**config.mk**
```make
export PLATFORM = sky130hd
export DESIGN_NAME = dma_engine
export DESIGN_NICKNAME = d
export VERILOG_FILES = /design/src/hdl/dma_map_pkg.sv /design/src/hdl/dma_seq_pkg.sv /design/src/hdl/dma_step_decode.sv /design/src/hdl/wb_xfer_exec.sv /design/src/hdl/dma_data_result.sv /design/src/hdl/dma_engine.sv
export SDC_FILE = /design/constraint.sdc
export NUM_CORES = 1
export LEC_CHECK = 0
export BUFFER_PORTS_ARGS = -buffer_cell sky130_fd_sc_hd__buf_4
export CAP_MARGIN = 20
export CELL_PAD_IN_SITES_DETAIL_PLACEMENT = 0
export CELL_PAD_IN_SITES_GLOBAL_PLACEMENT = 1
export CORE_ASPECT_RATIO = 0.6
export CORE_MARGIN = 3
export CORE_UTILIZATION = 44
export CTS_BUF_LIST = sky130_fd_sc_hd__clkbuf_8
export DETAILED_ROUTE_END_ITERATION = 16
export PLACE_DENSITY = 0.93
export SYNTH_ARGS = -nofsm -noshare
export SYNTH_HDL_FRONTEND = slang
export SYNTH_SLANG_ARGS = --single-unit
```
**constraint.sdc**
```tcl
create_clock -name wb_clk_i -period 3 [get_ports wb_clk_i]
set_clock_uncertainty 0.15 [all_clocks]
set_input_delay 0 -clock wb_clk_i [delete_from_list [all_inputs] [get_ports wb_clk_i]]
set_output_delay 0 -clock wb_clk_i [all_outputs]
set_load 0.05 [all_outputs]
```
**src/hdl/dma_map_pkg.sv**
```systemverilog
package dma_map_pkg;

  // Wishbone bus widths.
  localparam int WB_AW = 16;
  localparam int WB_DW = 16;

  // FROM image.
  localparam logic [WB_AW-1:0] FROM_ACM_A = 16'd0;
  localparam logic [WB_AW-1:0] FROM_LC_A = 16'd40;

  // Level checker and ACM tables.
  localparam logic [WB_AW-1:0] LC_THRESHS_A = 16'd128;
  localparam logic [WB_AW-1:0] ACM_AQUADS_A = 16'd384;

  // Ring buffer access port.
  localparam logic [WB_AW-1:0] VS_INDIRECT_A = 16'd512;

  // System registers.
  localparam logic [WB_AW-1:0] SYSTIME_A = 16'd8;
  localparam logic [WB_AW-1:0] CRASHSRC_A = 16'd12;
  localparam logic [WB_AW-1:0] CRASHVAL_A = 16'd13;
  localparam logic [WB_AW-1:0] LEVELSVALID_A = 16'd14;
  localparam logic [WB_AW-1:0] SYSCONFIG_A = 16'd576;

  // Flash window and the stored system configuration word.
  localparam logic [WB_AW-1:0] FLASH_A = 16'd1024;
  localparam logic [WB_AW-1:0] FLASH_SYSCONFIG_A = 16'hffff;

endpackage

```
**src/hdl/dma_seq_pkg.sv**
```systemverilog
package dma_seq_pkg;

  // Sequence modes of the decode stage.
  typedef enum logic [2:0] {
    MODE_FLASH     = 3'd0,
    MODE_LC        = 3'd1,
    MODE_ACM       = 3'd2,
    MODE_SYSCONFIG = 3'd3,
    MODE_DONE      = 3'd4
  } seq_mode_e;

  // How the result stage forms the next write word.
  typedef enum logic [1:0] {
    XF_PASS   = 2'd0,
    XF_THRESH = 2'd1,
    XF_SYSCFG = 2'd2,
    XF_CONST  = 2'd3
  } xform_e;

  // A bus word, or one ring buffer entry.
  // Bit 15 marks the last entry of the ring.
  typedef union packed {
    logic [dma_map_pkg::WB_DW-1:0] raw;
    struct packed {
      logic                          last;
      logic [dma_map_pkg::WB_DW-2:0] sample;
    } entry;
  } ring_word_u;

endpackage

```
**src/hdl/dma_step_decode.sv**
```systemverilog
module dma_step_decode #(
  parameter int LC_COUNT  = 64,
  parameter int ACM_COUNT = 40,
  parameter int DUMP_MAX  = 8191
) (
  input  logic                            wb_clk_i,
  input  logic                            soft_reset,
  input  logic                            start_i,
  input  logic                            dma_crash_i,
  input  logic                            xfer_done_i,
  input  logic                            ring_end_i,
  output logic                            req_o,
  output logic                            req_we_o,
  output logic [dma_map_pkg::WB_AW-1:0]   req_adr_o,
  output dma_seq_pkg::xform_e             xform_o,
  output logic [dma_map_pkg::WB_DW-1:0]   const_word_o,
  output logic                            dma_done_o
);
  import dma_map_pkg::*;
  import dma_seq_pkg::*;

  // Room for the crash header phases plus the whole dump.
  localparam int PW = $clog2(DUMP_MAX + 2);

  seq_mode_e        mode_q;
  seq_mode_e        nxt_mode;
  logic [PW-1:0]    progress_q;
  logic [PW-1:0]    nxt_progress;
  logic [2:0]       step_q;
  logic [2:0]       nxt_step;
  logic             issue_q;
  logic [WB_AW-1:0] idx;

  assign idx        = WB_AW'(progress_q);
  assign req_o      = issue_q;
  assign dma_done_o = (mode_q == MODE_DONE);

  always_comb begin
    req_we_o     = 1'b1;
    req_adr_o    = VS_INDIRECT_A;
    xform_o      = XF_PASS;
    const_word_o = '0;
    nxt_mode     = mode_q;
    nxt_progress = progress_q;
    nxt_step     = step_q + 3'd1;
    case (mode_q)
      MODE_FLASH: begin
        if (progress_q == '0) begin
          // Freeze the ring, marker, then three time words.
          case (step_q)
            3'd0: begin
              xform_o = XF_CONST;
            end
            3'd1: begin
              req_adr_o    = FLASH_A;
              xform_o      = XF_CONST;
              const_word_o = 16'hdead;
            end
            default: begin
              req_we_o  = step_q[0];
              req_adr_o = step_q[0] ? FLASH_A + WB_AW'(step_q[2:1])
                                    : SYSTIME_A + WB_AW'(step_q[2:1]) - 16'd1;
            end
          endcase
          if (step_q == 3'd7) begin
            nxt_progress = PW'(1);
            nxt_step     = '0;
          end
        end else if (progress_q == PW'(1)) begin
          // Crash source and value.
          req_we_o  = step_q[0];
          req_adr_o = step_q[0] ? FLASH_A + 16'd4 + WB_AW'(step_q[1])
                                : (step_q[1] ? CRASHVAL_A : CRASHSRC_A);
          if (step_q == 3'd3) begin
            nxt_progress = PW'(2);
            nxt_step     = '0;
          end
        end else begin
          case (step_q)
            3'd0: begin
              req_we_o = 1'b0;
            end
            3'd1: begin
              // Flash slot 6 onwards holds the dump.
              req_adr_o = FLASH_A + idx + 16'd4;
              if (!ring_end_i && progress_q != PW'(DUMP_MAX + 1)) begin
                nxt_progress = progress_q + 1'b1;
                nxt_step     = '0;
              end
            end
            default: begin
              // Let the ring buffer run again.
              xform_o      = XF_CONST;
              const_word_o = 16'hffff;
              nxt_mode     = MODE_LC;
              nxt_progress = '0;
              nxt_step     = '0;
            end
          endcase
        end
      end
      MODE_LC: begin
        req_we_o  = step_q[0];
        req_adr_o = step_q[0] ? LC_THRESHS_A + idx : FROM_LC_A + idx;
        xform_o   = XF_THRESH;
        if (step_q[0]) begin
          nxt_step     = '0;
          nxt_progress = progress_q + 1'b1;
          if (progress_q == PW'(LC_COUNT - 1)) begin
            nxt_mode     = MODE_ACM;
            nxt_progress = '0;
          end
        end
      end
      MODE_ACM: begin
        req_we_o  = step_q[0];
        req_adr_o = step_q[0] ? ACM_AQUADS_A + idx : FROM_ACM_A + idx;
        if (step_q[0]) begin
          nxt_step     = '0;
          nxt_progress = progress_q + 1'b1;
          if (progress_q == PW'(ACM_COUNT - 1)) begin
            nxt_mode     = MODE_SYSCONFIG;
            nxt_progress = '0;
          end
        end
      end
      MODE_SYSCONFIG: begin
        case (step_q)
          3'd0: begin
            req_we_o  = 1'b0;
            req_adr_o = FLASH_SYSCONFIG_A;
          end
          3'd1: begin
            req_adr_o = SYSCONFIG_A;
            xform_o   = XF_SYSCFG;
          end
          default: begin
            // Hard levels valid.
            req_adr_o    = LEVELSVALID_A;
            xform_o      = XF_CONST;
            const_word_o = 16'd1;
            nxt_mode     = MODE_DONE;
            nxt_step     = '0;
          end
        endcase
      end
      default: begin
        nxt_step = step_q;
      end
    endcase
  end

  always_ff @(posedge wb_clk_i) begin
    if (soft_reset) begin
      mode_q     <= MODE_DONE;
      progress_q <= '0;
      step_q     <= '0;
      issue_q    <= 1'b0;
    end else begin
      issue_q <= 1'b0;
      if (mode_q == MODE_DONE) begin
        if (start_i) begin
          mode_q     <= dma_crash_i ? MODE_FLASH : MODE_LC;
          progress_q <= '0;
          step_q     <= '0;
          issue_q    <= 1'b1;
        end
      end else if (xfer_done_i) begin
        mode_q     <= nxt_mode;
        progress_q <= nxt_progress;
        step_q     <= nxt_step;
        issue_q    <= (nxt_mode != MODE_DONE);
      end
    end
  end

endmodule

```
**src/hdl/wb_xfer_exec.sv**
```systemverilog
module wb_xfer_exec (
  input  logic                          wb_clk_i,
  input  logic                          soft_reset,
  input  logic                          req_i,
  input  logic                          req_we_i,
  input  logic [dma_map_pkg::WB_AW-1:0] req_adr_i,
  input  logic                          wb_ack_i,
  input  logic                          wb_err_i,
  output logic                          wb_cyc_o,
  output logic                          wb_stb_o,
  output logic                          wb_we_o,
  output logic [dma_map_pkg::WB_AW-1:0] wb_adr_o,
  output logic                          xfer_done_o
);

  // An error ends the cycle like an ack.
  assign xfer_done_o = wb_cyc_o && (wb_ack_i || wb_err_i);
  assign wb_stb_o    = wb_cyc_o;

  always_ff @(posedge wb_clk_i) begin
    if (soft_reset) begin
      wb_cyc_o <= 1'b0;
    end else if (req_i) begin
      wb_cyc_o <= 1'b1;
    end else if (xfer_done_o) begin
      wb_cyc_o <= 1'b0;
    end
  end

  // Held until the next request.
  always_ff @(posedge wb_clk_i) begin
    if (req_i) begin
      wb_we_o  <= req_we_i;
      wb_adr_o <= req_adr_i;
    end
  end

endmodule

```
**src/hdl/dma_data_result.sv**
```systemverilog
module dma_data_result (
  input  logic                          wb_clk_i,
  input  logic                          soft_reset,
  input  logic                          xfer_done_i,
  input  logic [dma_map_pkg::WB_DW-1:0] wb_dat_i,
  input  dma_seq_pkg::xform_e           xform_i,
  input  logic [dma_map_pkg::WB_DW-1:0] const_word_i,
  output logic [dma_map_pkg::WB_DW-1:0] wb_dat_o,
  output logic                          ring_end_o
);
  import dma_seq_pkg::*;

  ring_word_u rd_q;

  // Last word seen on the bus.
  always_ff @(posedge wb_clk_i) begin
    if (soft_reset) begin
      rd_q.raw <= '0;
    end else if (xfer_done_i) begin
      rd_q.raw <= wb_dat_i;
    end
  end

  assign ring_end_o = rd_q.entry.last;

  always_comb begin
    case (xform_i)
      XF_THRESH: begin
        // 0xff in the FROM disables the too-high check.
        if (rd_q.raw == 16'h00ff) begin
          wb_dat_o = 16'h0fff;
        end else begin
          wb_dat_o = rd_q.raw << 4;
        end
      end
      XF_SYSCFG: begin
        // Blank flash gives no valid config.
        if (rd_q.raw > 16'h00ff) begin
          wb_dat_o = '0;
        end else begin
          wb_dat_o = rd_q.raw;
        end
      end
      XF_CONST: begin
        wb_dat_o = const_word_i;
      end
      default: begin
        wb_dat_o = rd_q.raw;
      end
    endcase
  end

endmodule

```
**src/hdl/dma_engine.sv**
```systemverilog
module dma_engine #(
  parameter int LC_COUNT  = 64,
  parameter int ACM_COUNT = 40,
  parameter int DUMP_MAX  = 8191
) (
  input  logic                          wb_clk_i,
  input  logic                          soft_reset,
  input  logic                          start_i,
  input  logic                          dma_crash_i,
  input  logic                          wb_ack_i,
  input  logic                          wb_err_i,
  input  logic [dma_map_pkg::WB_DW-1:0] wb_dat_i,
  output logic                          wb_cyc_o,
  output logic                          wb_stb_o,
  output logic                          wb_we_o,
  output logic [dma_map_pkg::WB_AW-1:0] wb_adr_o,
  output logic [dma_map_pkg::WB_DW-1:0] wb_dat_o,
  output logic                          dma_done_o
);
  import dma_map_pkg::*;
  import dma_seq_pkg::*;

  logic             req;
  logic             req_we;
  logic [WB_AW-1:0] req_adr;
  xform_e           xform;
  logic [WB_DW-1:0] const_word;
  logic             xfer_done;
  logic             ring_end;

  dma_step_decode #(
    .LC_COUNT  (LC_COUNT),
    .ACM_COUNT (ACM_COUNT),
    .DUMP_MAX  (DUMP_MAX)
  ) u_decode (
    .wb_clk_i     (wb_clk_i),
    .soft_reset   (soft_reset),
    .start_i      (start_i),
    .dma_crash_i  (dma_crash_i),
    .xfer_done_i  (xfer_done),
    .ring_end_i   (ring_end),
    .req_o        (req),
    .req_we_o     (req_we),
    .req_adr_o    (req_adr),
    .xform_o      (xform),
    .const_word_o (const_word),
    .dma_done_o   (dma_done_o)
  );

  wb_xfer_exec u_exec (
    .wb_clk_i    (wb_clk_i),
    .soft_reset  (soft_reset),
    .req_i       (req),
    .req_we_i    (req_we),
    .req_adr_i   (req_adr),
    .wb_ack_i    (wb_ack_i),
    .wb_err_i    (wb_err_i),
    .wb_cyc_o    (wb_cyc_o),
    .wb_stb_o    (wb_stb_o),
    .wb_we_o     (wb_we_o),
    .wb_adr_o    (wb_adr_o),
    .xfer_done_o (xfer_done)
  );

  dma_data_result u_result (
    .wb_clk_i     (wb_clk_i),
    .soft_reset   (soft_reset),
    .xfer_done_i  (xfer_done),
    .wb_dat_i     (wb_dat_i),
    .xform_i      (xform),
    .const_word_i (const_word),
    .wb_dat_o     (wb_dat_o),
    .ring_end_o   (ring_end)
  );

endmodule

```
==> results of run 1 <==
==> how the worst max path moves through the flow <==
stage / to / slack [ns] / cells past startpoint
after floorplan: u_decode.progress_q[1] / 0.38 / 7
after global placement: u_exec.wb_adr_o[1] / 0.27 / 7
after detailed placement: wb_dat_o[7] / 0.17 / 9
after CTS: wb_dat_o[14] / -0.005 / 9
after global routing: wb_dat_o[14] / -0.04 / 8
final: wb_dat_o[14] / 0.04 / 8
==> registers in the layout (all words and copies together), names as in the netlist <==
name and flops:
u_decode.mode_q 3, u_decode.progress_q 14, u_decode.req_o 1, u_decode.step_q 3, u_exec.wb_adr_o 16, u_exec.wb_cyc_o 1, u_exec.wb_we_o 1, u_result.rd_q 16
==> cells by family (layout without fill, tap and decap cells) <==
| family | Yosys count | after routing | share of synthesized area |
|---|---|---|---|
| and+or+nand+nor | 192 | 192 | 0.2348 |
| DFF | 55 | 55 | 0.3086 |
| adders and majority gates | 20 | 20 | 0.06075 |
| xor gates and xnor gates | 15 | 15 | 0.03190 |
| buffers and inverters | 57 | 143 | 0.05954 |
| AOI/OAI and AO/OA | 175 | 175 | 0.3044 |
==> layout by cell type, fill, tap and decap left out, drive strengths merged, types with 3 or more instances in the layout <==
cell,Yosys,layout
clkbuf,19,6
nand2b,8,8
o221ai,3,3
and4,4,4
a41oi,5,5
dfxtp,38,38
nand4,8,8
o32ai,12,12
inv,24,25
nand3,18,18
dlygate4sd3,0,21
nor3,12,12
o22ai,3,3
o211ai,5,5
a21oi,60,60
buf,14,90
a21o,4,4
a31oi,5,5
nor4,3,3
edfxtp,17,17
ha,20,20
nor2,38,38
a221o,12,12
nand2,68,68
nor2b,3,3
xor2,3,3
a211oi,8,8
xnor2,12,12
o21ai,29,29
or3,16,16
==> metrics by stage <==
stage | TNS [ns] | setup WS (ns) | hold slack (ns)
detailed placement | 0 | 0.1728 | 0.1051
global placement | 0 | 0.2697 | 0.09794
global route | -0.07580 | -0.03628 | 0.1069
floorplan | 0 | 0.3833 | -0.01403
CTS | -0.006936 | -0.005196 | 0.05624
finish | 0 | 0.03877 | 0.06755
==> area by class of cell <==
class,instances,area share
multi-input cells,402,0.5153
clock inverters,2,0.001701
inverters,24,0.01749
flip-flops and latches,55,0.2468
clock buffers,6,0.01603
repair buffers,111,0.1720
well taps,126,0.03061
==> metal layers <==
layer  vias to the layer above  wire length, um  global-route usage
li1                       2085                -                   -
met1                      2118             6927              0.4266
met2                       286             5415              0.3438
met3                        11             1874             0.09461
met4                         0               75             0.03901
met5                         -                0                   0
==> repair_timing <==
item	in CTS	in global routing
gates cloned	0	0
setup endpoints to repair	15	17
endpoints found under the hold margin	20	0
buffers inserted	0	4
resized for setup	3	7
pin swaps	0	3
hold buffers	21	0
==> report_power, final <==
group          switching [W]  internal [W]  leakage [nW]
clock network       0.000242      0.000184        0.0524
logic               0.000277      0.000165          1.44
registers          0.0000320      0.000790         0.468
total               0.000551       0.00114          1.96
==> worst max-delay path, cell delays in order, from the launching register on <==
cell     delay [ns]
dfxtp_1        0.48
inv_1          0.11
ha_1           0.27
o21ai_0        0.48
o21ai_2        0.21
a21oi_4        0.26
nor3_4         0.09
a221o_1        0.38
buf_4          0.20
==> results.yml, run 1 <==
synth:
  ys_ff_latch: 55
  synth_most_common_cell: "nand2_1"
  synth_flop_cell: "dfxtp_1"
  synth_top_area_frac: 0.1847
  synth_area_leader_cell: "dfxtp_1"
  yosys_warnings: 0
  synthArstFlopShare: 0
  yosys-top-cells-count: "nand2_1 (67), a21oi_1 (60), dfxtp_1 (38), nor2_1 (38), o21ai_0 (26)"
  synthTopCellsByArea: "dfxtp_1 (18%), edfxtp_1 (12%), a21oi_1 (7.3%), nand2_1 (6.1%), ha_1 (6.1%)"
  synth_area_sq_um: 4119
  avgSynthCellArea_sq_um: 8.014
  synth_edf_count: 17
  ys_seq_area_frac: 0.3086
  yosysUniqueCellTypes: 70
  syn_nets: 556
  syn_inst: 514
timing:
  maxSlewHeadroom: 0.4077
  finalSetupViolations: 0
  fin_crit_ns: 2.961
  fmax_mhz: 337.7
  fin_crit_sh: 0.9871
  slew_viol_final: 0
  worstMarginPinSlew_ns: 0.8852
  hold_viol_final: 0
grt:
  gr-usage-all-layers: 0.2685
  grt_pass1_vias: 3977
  grt-ovfl-total: 0
  grt_first_pass_wirelength_um: 21960
  antenna_found_initial: 0
  grt_max_degree: 52
floorplan:
  fp.dieH_um: 80.95
  start_util: 0.4672
  die_w_um: 130.9
  rows: 26
  io_pins: 58
  die-area_sq_um: 10600
  coreArea_sq_um: 8816
critical_path:
  r2r_slack_ns: 0.13
  reg2reg_to: "u_decode.progress_q[1]"
  start_kind: "flop"
  r2r-start: "u_decode.progress_q[2]"
  r2r_cells: 10
  worstPathArrival_ns: 2.81
  cp_max_fo: 8
  startpoint: "u_decode.step_q[0]"
  worst_setup_path_end_kind: "output port"
  cp_data_required_time_ns: 2.85
  critPathKind: "flop to output port"
cells_and_area:
  n_fill_cell: 800
  drive_gt1_frac: 0.2033
  regArea_sq_um: 1271
  syn_to_final_growth_pct: 25.03
  diodes: 0
  multiInputGateArea_sq_um: 2654
  finalNetCount: 641
  finalCoreUtilization: 0.5842
  layout.cells.non_filler: 726
  final_cell_area_sq_um: 5150
power_and_ir_drop:
  p_leak_nw: 1.960
  p_per_area_nw_per_um2: 328.3
  report.power.total_w: 0.001691
  peakVddDrop_v: 0.0001969
job:
  max_cap_viol_count: 0
cts:
  root_buffer: "clkbuf_8"
  cts_inserted_buffers: 5
  tritoncts: "built"
  clock_sinks: 55
  worstSkewPairLatency_ns: 0.31
  cts_max_level: 2
  cts_buffer_depth: 2
  clk_transition_reported_paths_ns: 0.10
detailed_routing:
  wl_per_cell_um: 19.69
  ant_nets: 0
  drc_errors: 0
  drtIter0Drc: 536
  via_per_inst: 6.198
  firstDrtPassIters: 7
  num_vias: 4500
  wl_um: 14290
place:
  numPortBuffers: 57
  dp_hpwl_um: 10650
  gp_congestion: 1.002
  dp_cells: 693
  place_area_sq_um: 4767
min_path:
  hp-class: "input port to flop"
  worstHoldStart: "wb_err_i"
  worstHoldEndpoint: "u_result.rd_q[0]"
  hold_depth: 5
run_status:
  status: "completed"
No activity file was read; power rests on OpenSTA's default activity.
==> inputs of run 2 (changes only) <==
CORE_UTILIZATION = 35   (was 44)
HOLD_SLACK_MARGIN = 0.06   (was unset)
PLACE_DENSITY = 0.79   (was 0.93)
clock period = 3.05 ns   (was 3 ns; I/O delays follow)
==> run 2 against run 1 <==
Wire length grew 5.1%. Clock-buffer cell count down 1. Sequential cell count unchanged. Combinational power is 1% lower. Via count is 1.4% higher. Die area grew 24%. Sequential share of layout area shrank 0.77 points. Cell count up 5.9%. First-iteration DRC count increased by 31%. Core utilization fell by 10 points. Critical endpoint is now wb_dat_o[5]. Largest power group unchanged.
==> results.yml, run 2 (synthesis gave the netlist of run 1 again) <==
cells_and_area:
  final_common_cell: "buf_4"
  syn_to_final_growth_pct: 29.04
  n_fill_cell: 1081
  finalNetCount: 655
  top_regs: "u_exec.wb_adr_o (16), u_result.rd_q (16), u_decode.progress_q (14)"
  final_cell_mix: "buf_4 (87), nand2_1 (67), a21oi_1 (58)"
  diodes: 0
  drive_gt1_frac: 0.1906
  finalCoreUtilization: 0.4834
cts:
  clk_transition_reported_paths_ns: 0.10
  cts_inserted_buffers: 5
  worstSkewPairLatency_ns: 0.32
  cts_buffer_depth: 2
  clock_sinks: 55
  tritoncts: "built"
  cts_max_level: 2
  root_buffer: "clkbuf_8"
detailed_routing:
  drc_errors: 0
  ant_nets: 0
  wl_um: 15020
  drtIter0Drc: 700
  highest_layer: "met4"
  wl_met2_um: 5469
  firstDrtPassIters: 5
  num_vias: 4563
  via_per_inst: 5.934
  wl_per_cell_um: 19.54
  wl_met3_um: 1760
  met1_length_um: 7623
critical_path:
  reg2reg_to: "u_decode.progress_q[2]"
  r2r_cells: 8
  r2r-start: "u_decode.progress_q[0]"
  worstPathArrival_ns: 2.77
  start_kind: "flop"
  critPathKind: "flop to output port"
  cp_max_fo: 7
  r2r_slack_ns: 0.23
  worst_setup_path_end_kind: "output port"
  cp_data_required_time_ns: 2.90
job:
  max_cap_viol_count: 0
grt:
  gr-usage-all-layers: 0.2222
  antenna_found_initial: 0
  grt_max_degree: 52
  grt_first_pass_wirelength_um: 23470
  grt-ovfl-total: 0
  grt_pass1_vias: 4006
timing:
  hold_viol_final: 0
  post-route-worst-setup-slack_ns: 0.1312
  fin_crit_sh: 0.9570
  maxSlewHeadroom: 0.3328
  fin_crit_ns: 2.919
  fmax_mhz: 342.6
  worstMarginPinSlew_ns: 0.9971
  slew_viol_final: 0
  fin_setup_tns_ns: 0
  finalSetupViolations: 0
power_and_ir_drop:
  internal_power_w: 0.001095
  sw_frac_of_total: 0.3351
  seqPwrFrac: 0.492
  p_leak_nw: 2.057
  peakVddDrop_v: 0.0002068
  pwr-share-comb: 0.265
  p_per_area_nw_per_um2: 309.9
  p_switching_w: 0.0005519
  pwr-share-clk: 0.243
floorplan:
  rows: 29
  io_pins: 58
  die_w_um: 146.1
  fp.dieH_um: 90.03
  die-area_sq_um: 13150
  start_util: 0.3746
  coreArea_sq_um: 10990
place:
  gp_congestion: 0.9710
  dp_hpwl_um: 11250
  numPortBuffers: 57
  pre_cts_ws_ns: 0.1407
run_status:
  status: "completed"
min_path:
  hp-class: "input port to flop"
  worstHoldEndpoint: "u_decode.mode_q[2]"
  worstHoldStart: "wb_err_i"
  hold_depth: 5
[run 2: cell count changes in the layout (fill, tap and decap cells not counted), sizes merged]
cell	previous run	this run
buf	90	87
clkbuf	6	5
clkinv	1	0
inv	25	27
dlygate4sd3	21	38
[run 2: area by class of cell]
cell class | count | area, sq um | share of cell area
timing repair buffer | 125 | 1033 | 0.1944
inverter | 24 | 90.09 | 0.01695
multi-input combinational | 402 | 2646 | 0.4979
clock buffer | 5 | 68.82 | 0.01295
tap | 155 | 193.9 | 0.03649
clock inverter | 3 | 11.26 | 0.002119
sequential | 55 | 1271 | 0.2392
[run 2: repair_timing]
item,CTS,global route
pin swaps,0,1
setup endpoints to repair,8,28
endpoints found under the hold margin,22,0
buffers inserted,0,3
hold buffers,38,0
gates resized for setup,2,6
[run 2: how the worst max path moves through the flow]
stage / startpoint / to / slack (ns) / cells after the start
detailed placement: u_decode.progress_q[3] / u_decode.progress_q[13] / 0.14 / 8
floorplan: u_decode.mode_q[0] / u_decode.progress_q[1] / 0.43 / 7
global placement: u_decode.progress_q[10] / u_exec.wb_adr_o[12] / 0.33 / 8
CTS: u_decode.progress_q[11] / wb_dat_o[15] / 0.01 / 9
global route: u_decode.progress_q[0] / wb_dat_o[15] / -0.008 / 9
finish: u_decode.step_q[0] / wb_dat_o[5] / 0.13 / 8
[run 2: metrics by stage]
| step | hold WS [ns] | instance area [sq um] | total power, W | instances |
|---|---|---|---|---|
| 2_1_floorplan | -0.01403 | 4119 | 0.001077 | 514 |
| 3_3_place_gp | 0.09735 | 4788 | 0.001210 | 720 |
| 3_5_place_dp | 0.1069 | 4788 | 0.001212 | 720 |
| 4_1_cts | 0.2305 | 5261 | 0.001642 | 766 |
| 5_1_grt | 0.2853 | 5315 | 0.001720 | 769 |
| 6_report | 0.2329 | 5315 | 0.001647 | 769 |
[run 2: power groups by stage]
stage                     Sequential, W  Combinational (W)  Clock (W)
after floorplan                0.000849           0.000228          0
after global placement         0.000825           0.000385          0
after detailed placement       0.000827           0.000386          0
after CTS                      0.000810           0.000419   0.000413
after global routing           0.000815           0.000468   0.000437
final                          0.000811           0.000437   0.000400
[run 2: worst max-delay path: stages, from the launching register on]
cell and delay, ns:
dfxtp_1 0.48, inv_1 0.10, ha_1 0.28, o21ai_0 0.40, o21ai_1 0.24, a21oi_2 0.34
nand2b_1 0.26, a221o_1 0.15, buf_4 0.20
[run 2: layer usage]
metal,vias to the layer above,track usage
met5,-,0
met1,2188,0.3719
met4,0,0.04225
met2,246,0.2714
met3,15,0.05779
li1,2114,-
==> inputs of run 3 (changes only) <==
--- a/constraint.sdc
+++ b/constraint.sdc
@@ -3,3 +3,3 @@
 set_input_delay 0 -clock wb_clk_i [delete_from_list [all_inputs] [get_ports wb_clk_i]]
 set_output_delay 0 -clock wb_clk_i [all_outputs]
-set_load 0.05 [all_outputs]
+set_load 0.005 [all_outputs]
==> run 3 against run 2 <==
Register-to-register slack got worse by 0.06 ns. Largest cell class unchanged. Die area did not move. Clock-buffer cell count did not move. Highest routed layer unchanged. Sequential cell count did not move. Global-route usage barely moved. First-iteration DRC count fell by 23%. Cell count fell by 0.13%. Sequential share of layout area barely moved. Clock power barely moved. Final area fell by 0.19%. Combinational power fell by 14%.
==> results.yml, run 3 (synthesis gave the netlist of run 1 again) <==
power_and_ir_drop:
  p_switching_w: 0.0004831
  p_per_area_nw_per_um2: 297.9
  peakVddDrop_v: 0.0001680
  sw_frac_of_total: 0.3056
  p_leak_nw: 2.047
  pwr-share-clk: 0.251
  pwr-share-comb: 0.238
  internal_power_w: 0.001098
  seqPwrFrac: 0.511
place:
  numPortBuffers: 57
  gp_congestion: 0.9603
  dp_hpwl_um: 11340
  place_area_sq_um: 4781
critical_path:
  slowest_stage: "dfxtp_1"
  worstPathArrival_ns: 2.74
  worstSetupEndpoint: "wb_dat_o[0]"
  crit_buf_inv: 3
  worst_setup_path_end_kind: "output port"
  path_cells: "inv_1, ha_1, nor4b_4, buf_4, nand2_1, o21ai_1, a21oi_1, nand2b_2, a211o_1, buf_4"
  cp_slowest_stage_delay_ns: 0.40
  crit_top_cell: "buf_4"
  reg2reg_to: "u_exec.wb_adr_o[10]"
  r2r-start: "u_decode.progress_q[2]"
  r2r_slack_ns: 0.17
  startpoint: "u_decode.progress_q[11]"
  crit_family: "compound AO/OA/AOI/OAI gates"
  cp_max_fo: 8
  start_kind: "flop"
  cp_num_cells: 10
  r2r_cells: 7
  cp_data_required_time_ns: 2.90
  critPathKind: "flop to output port"
timing:
  finalSetupViolations: 0
  hold_ws_ns: 0.09236
  worstMarginPinSlew_ns: 0.8623
  maxSlewHeadroom: 0.4230
  fin_crit_sh: 0.9470
  hold_viol_final: 0
  fin_crit_ns: 2.888
  fmax_mhz: 346.2
  slew_viol_final: 0
cts:
  worstSkewPairLatency_ns: 0.31
  tritoncts: "built"
  root_buffer: "clkbuf_8"
  cts_buffer_depth: 2
  clock_sinks: 55
  cts_max_level: 2
  cts_inserted_buffers: 5
  clk_transition_reported_paths_ns: 0.10
grt:
  antenna_found_initial: 0
  grt_pass1_vias: 3987
  grt_first_pass_wirelength_um: 23520
  grt_max_degree: 52
  grt-ovfl-total: 0
  gr-usage-all-layers: 0.2219
detailed_routing:
  firstDrtPassIters: 6
  drc_errors: 0
  ant_nets: 0
  wl_um: 15070
  num_vias: 4533
  drtIter0Drc: 540
  wl_per_cell_um: 19.62
  via_per_inst: 5.902
floorplan:
  fp.dieH_um: 90.03
  die-area_sq_um: 13150
  coreArea_sq_um: 10990
  die_w_um: 146.1
  start_util: 0.3746
  rows: 29
  io_pins: 58
min_path:
  worstHoldStart: "wb_err_i"
  hp-class: "input port to flop"
cells_and_area:
  top_regs: "u_exec.wb_adr_o (16), u_result.rd_q (16), u_decode.progress_q (14)"
  finalNetCount: 654
  syn_to_final_growth_pct: 28.80
  diodes: 0
  final_cell_area_sq_um: 5305
  regArea_sq_um: 1271
  drive_gt1_frac: 0.1909
  n_fill_cell: 1085
  final_common_cell: "buf_4"
  final_cell_mix: "buf_4 (87), nand2_1 (67), a21oi_1 (59)"
  multiInputGateArea_sq_um: 2646
run_status:
  status: "completed"
job:
  max_cap_viol_count: 0
[run 3: metal layers]
metal  global-route usage  wire, um
met1               0.3673      7810
met2               0.2710      5622
met3              0.07487      1561
met4              0.02582        72
met5                    0         0
[run 3: cell type report]
cell class,instances,share of cell area
Timing Repair Buffer,124,0.1929
Clock inverter,3,0.002123
Inverter,24,0.01698
Sequential cell,55,0.2396
Multi-Input combinational cell,402,0.4988
Tap cell,155,0.03656
Clock buffer,5,0.01297
[run 3: power groups by stage]
stage	Clock (W)	Combinational, W	Sequential [W]
finish	0.000397	0.000376	0.000807
CTS	0.000407	0.000353	0.000807
floorplan	0	0.000196	0.000812
global route	0.000436	0.000405	0.000811
global placement	0	0.000321	0.000821
detailed placement	0	0.000322	0.000823
[run 3: worst reg2reg max path, cell delays in order (launching register included)]
cell,delay (ns)
dfxtp_1,0.53
ha_1,0.33
nand3_1,0.22
nor3_1,0.54
xnor2_1,0.17
nand3_1,0.14
a211oi_1,0.07
or3b_2,0.47
[run 3: how the worst min path moves through the flow]
| stage | cells past startpoint | endpoint | slack, ns |
|---|---|---|---|
| floorplan | 2 | u_result.rd_q[12] | -0.01 |
| global placement | 3 | u_result.rd_q[0] | 0.1 |
| detailed placement | 3 | u_result.rd_q[4] | 0.11 |
| CTS | 5 | u_result.rd_q[2] | 0.08 |
| global route | 5 | u_result.rd_q[2] | 0.12 |
| finish | 5 | u_result.rd_q[2] | 0.09 |
[run 3: stage by stage]
step           instances   TNS, ns  power (W)  utilization  setup WS (ns)
2_1_floorplan        514         0   0.001008            -         0.5224
3_3_place_gp         719         0   0.001143       0.4348         0.1863
6_report             768         0   0.001581       0.4825         0.1616
4_1_cts              764         0   0.001566       0.4758        0.02436
3_5_place_dp         719         0   0.001145       0.4348         0.2057
5_1_grt              768  -0.06184   0.001653       0.4825       -0.02564
[run 3: what timing repair did]
item                       in CTS  in global routing
hold endpoints to repair       22                  0
buffers inserted                0                  4
setup endpoints to repair       0                 29
gates resized for setup         0                  8
hold buffers                   37                  0
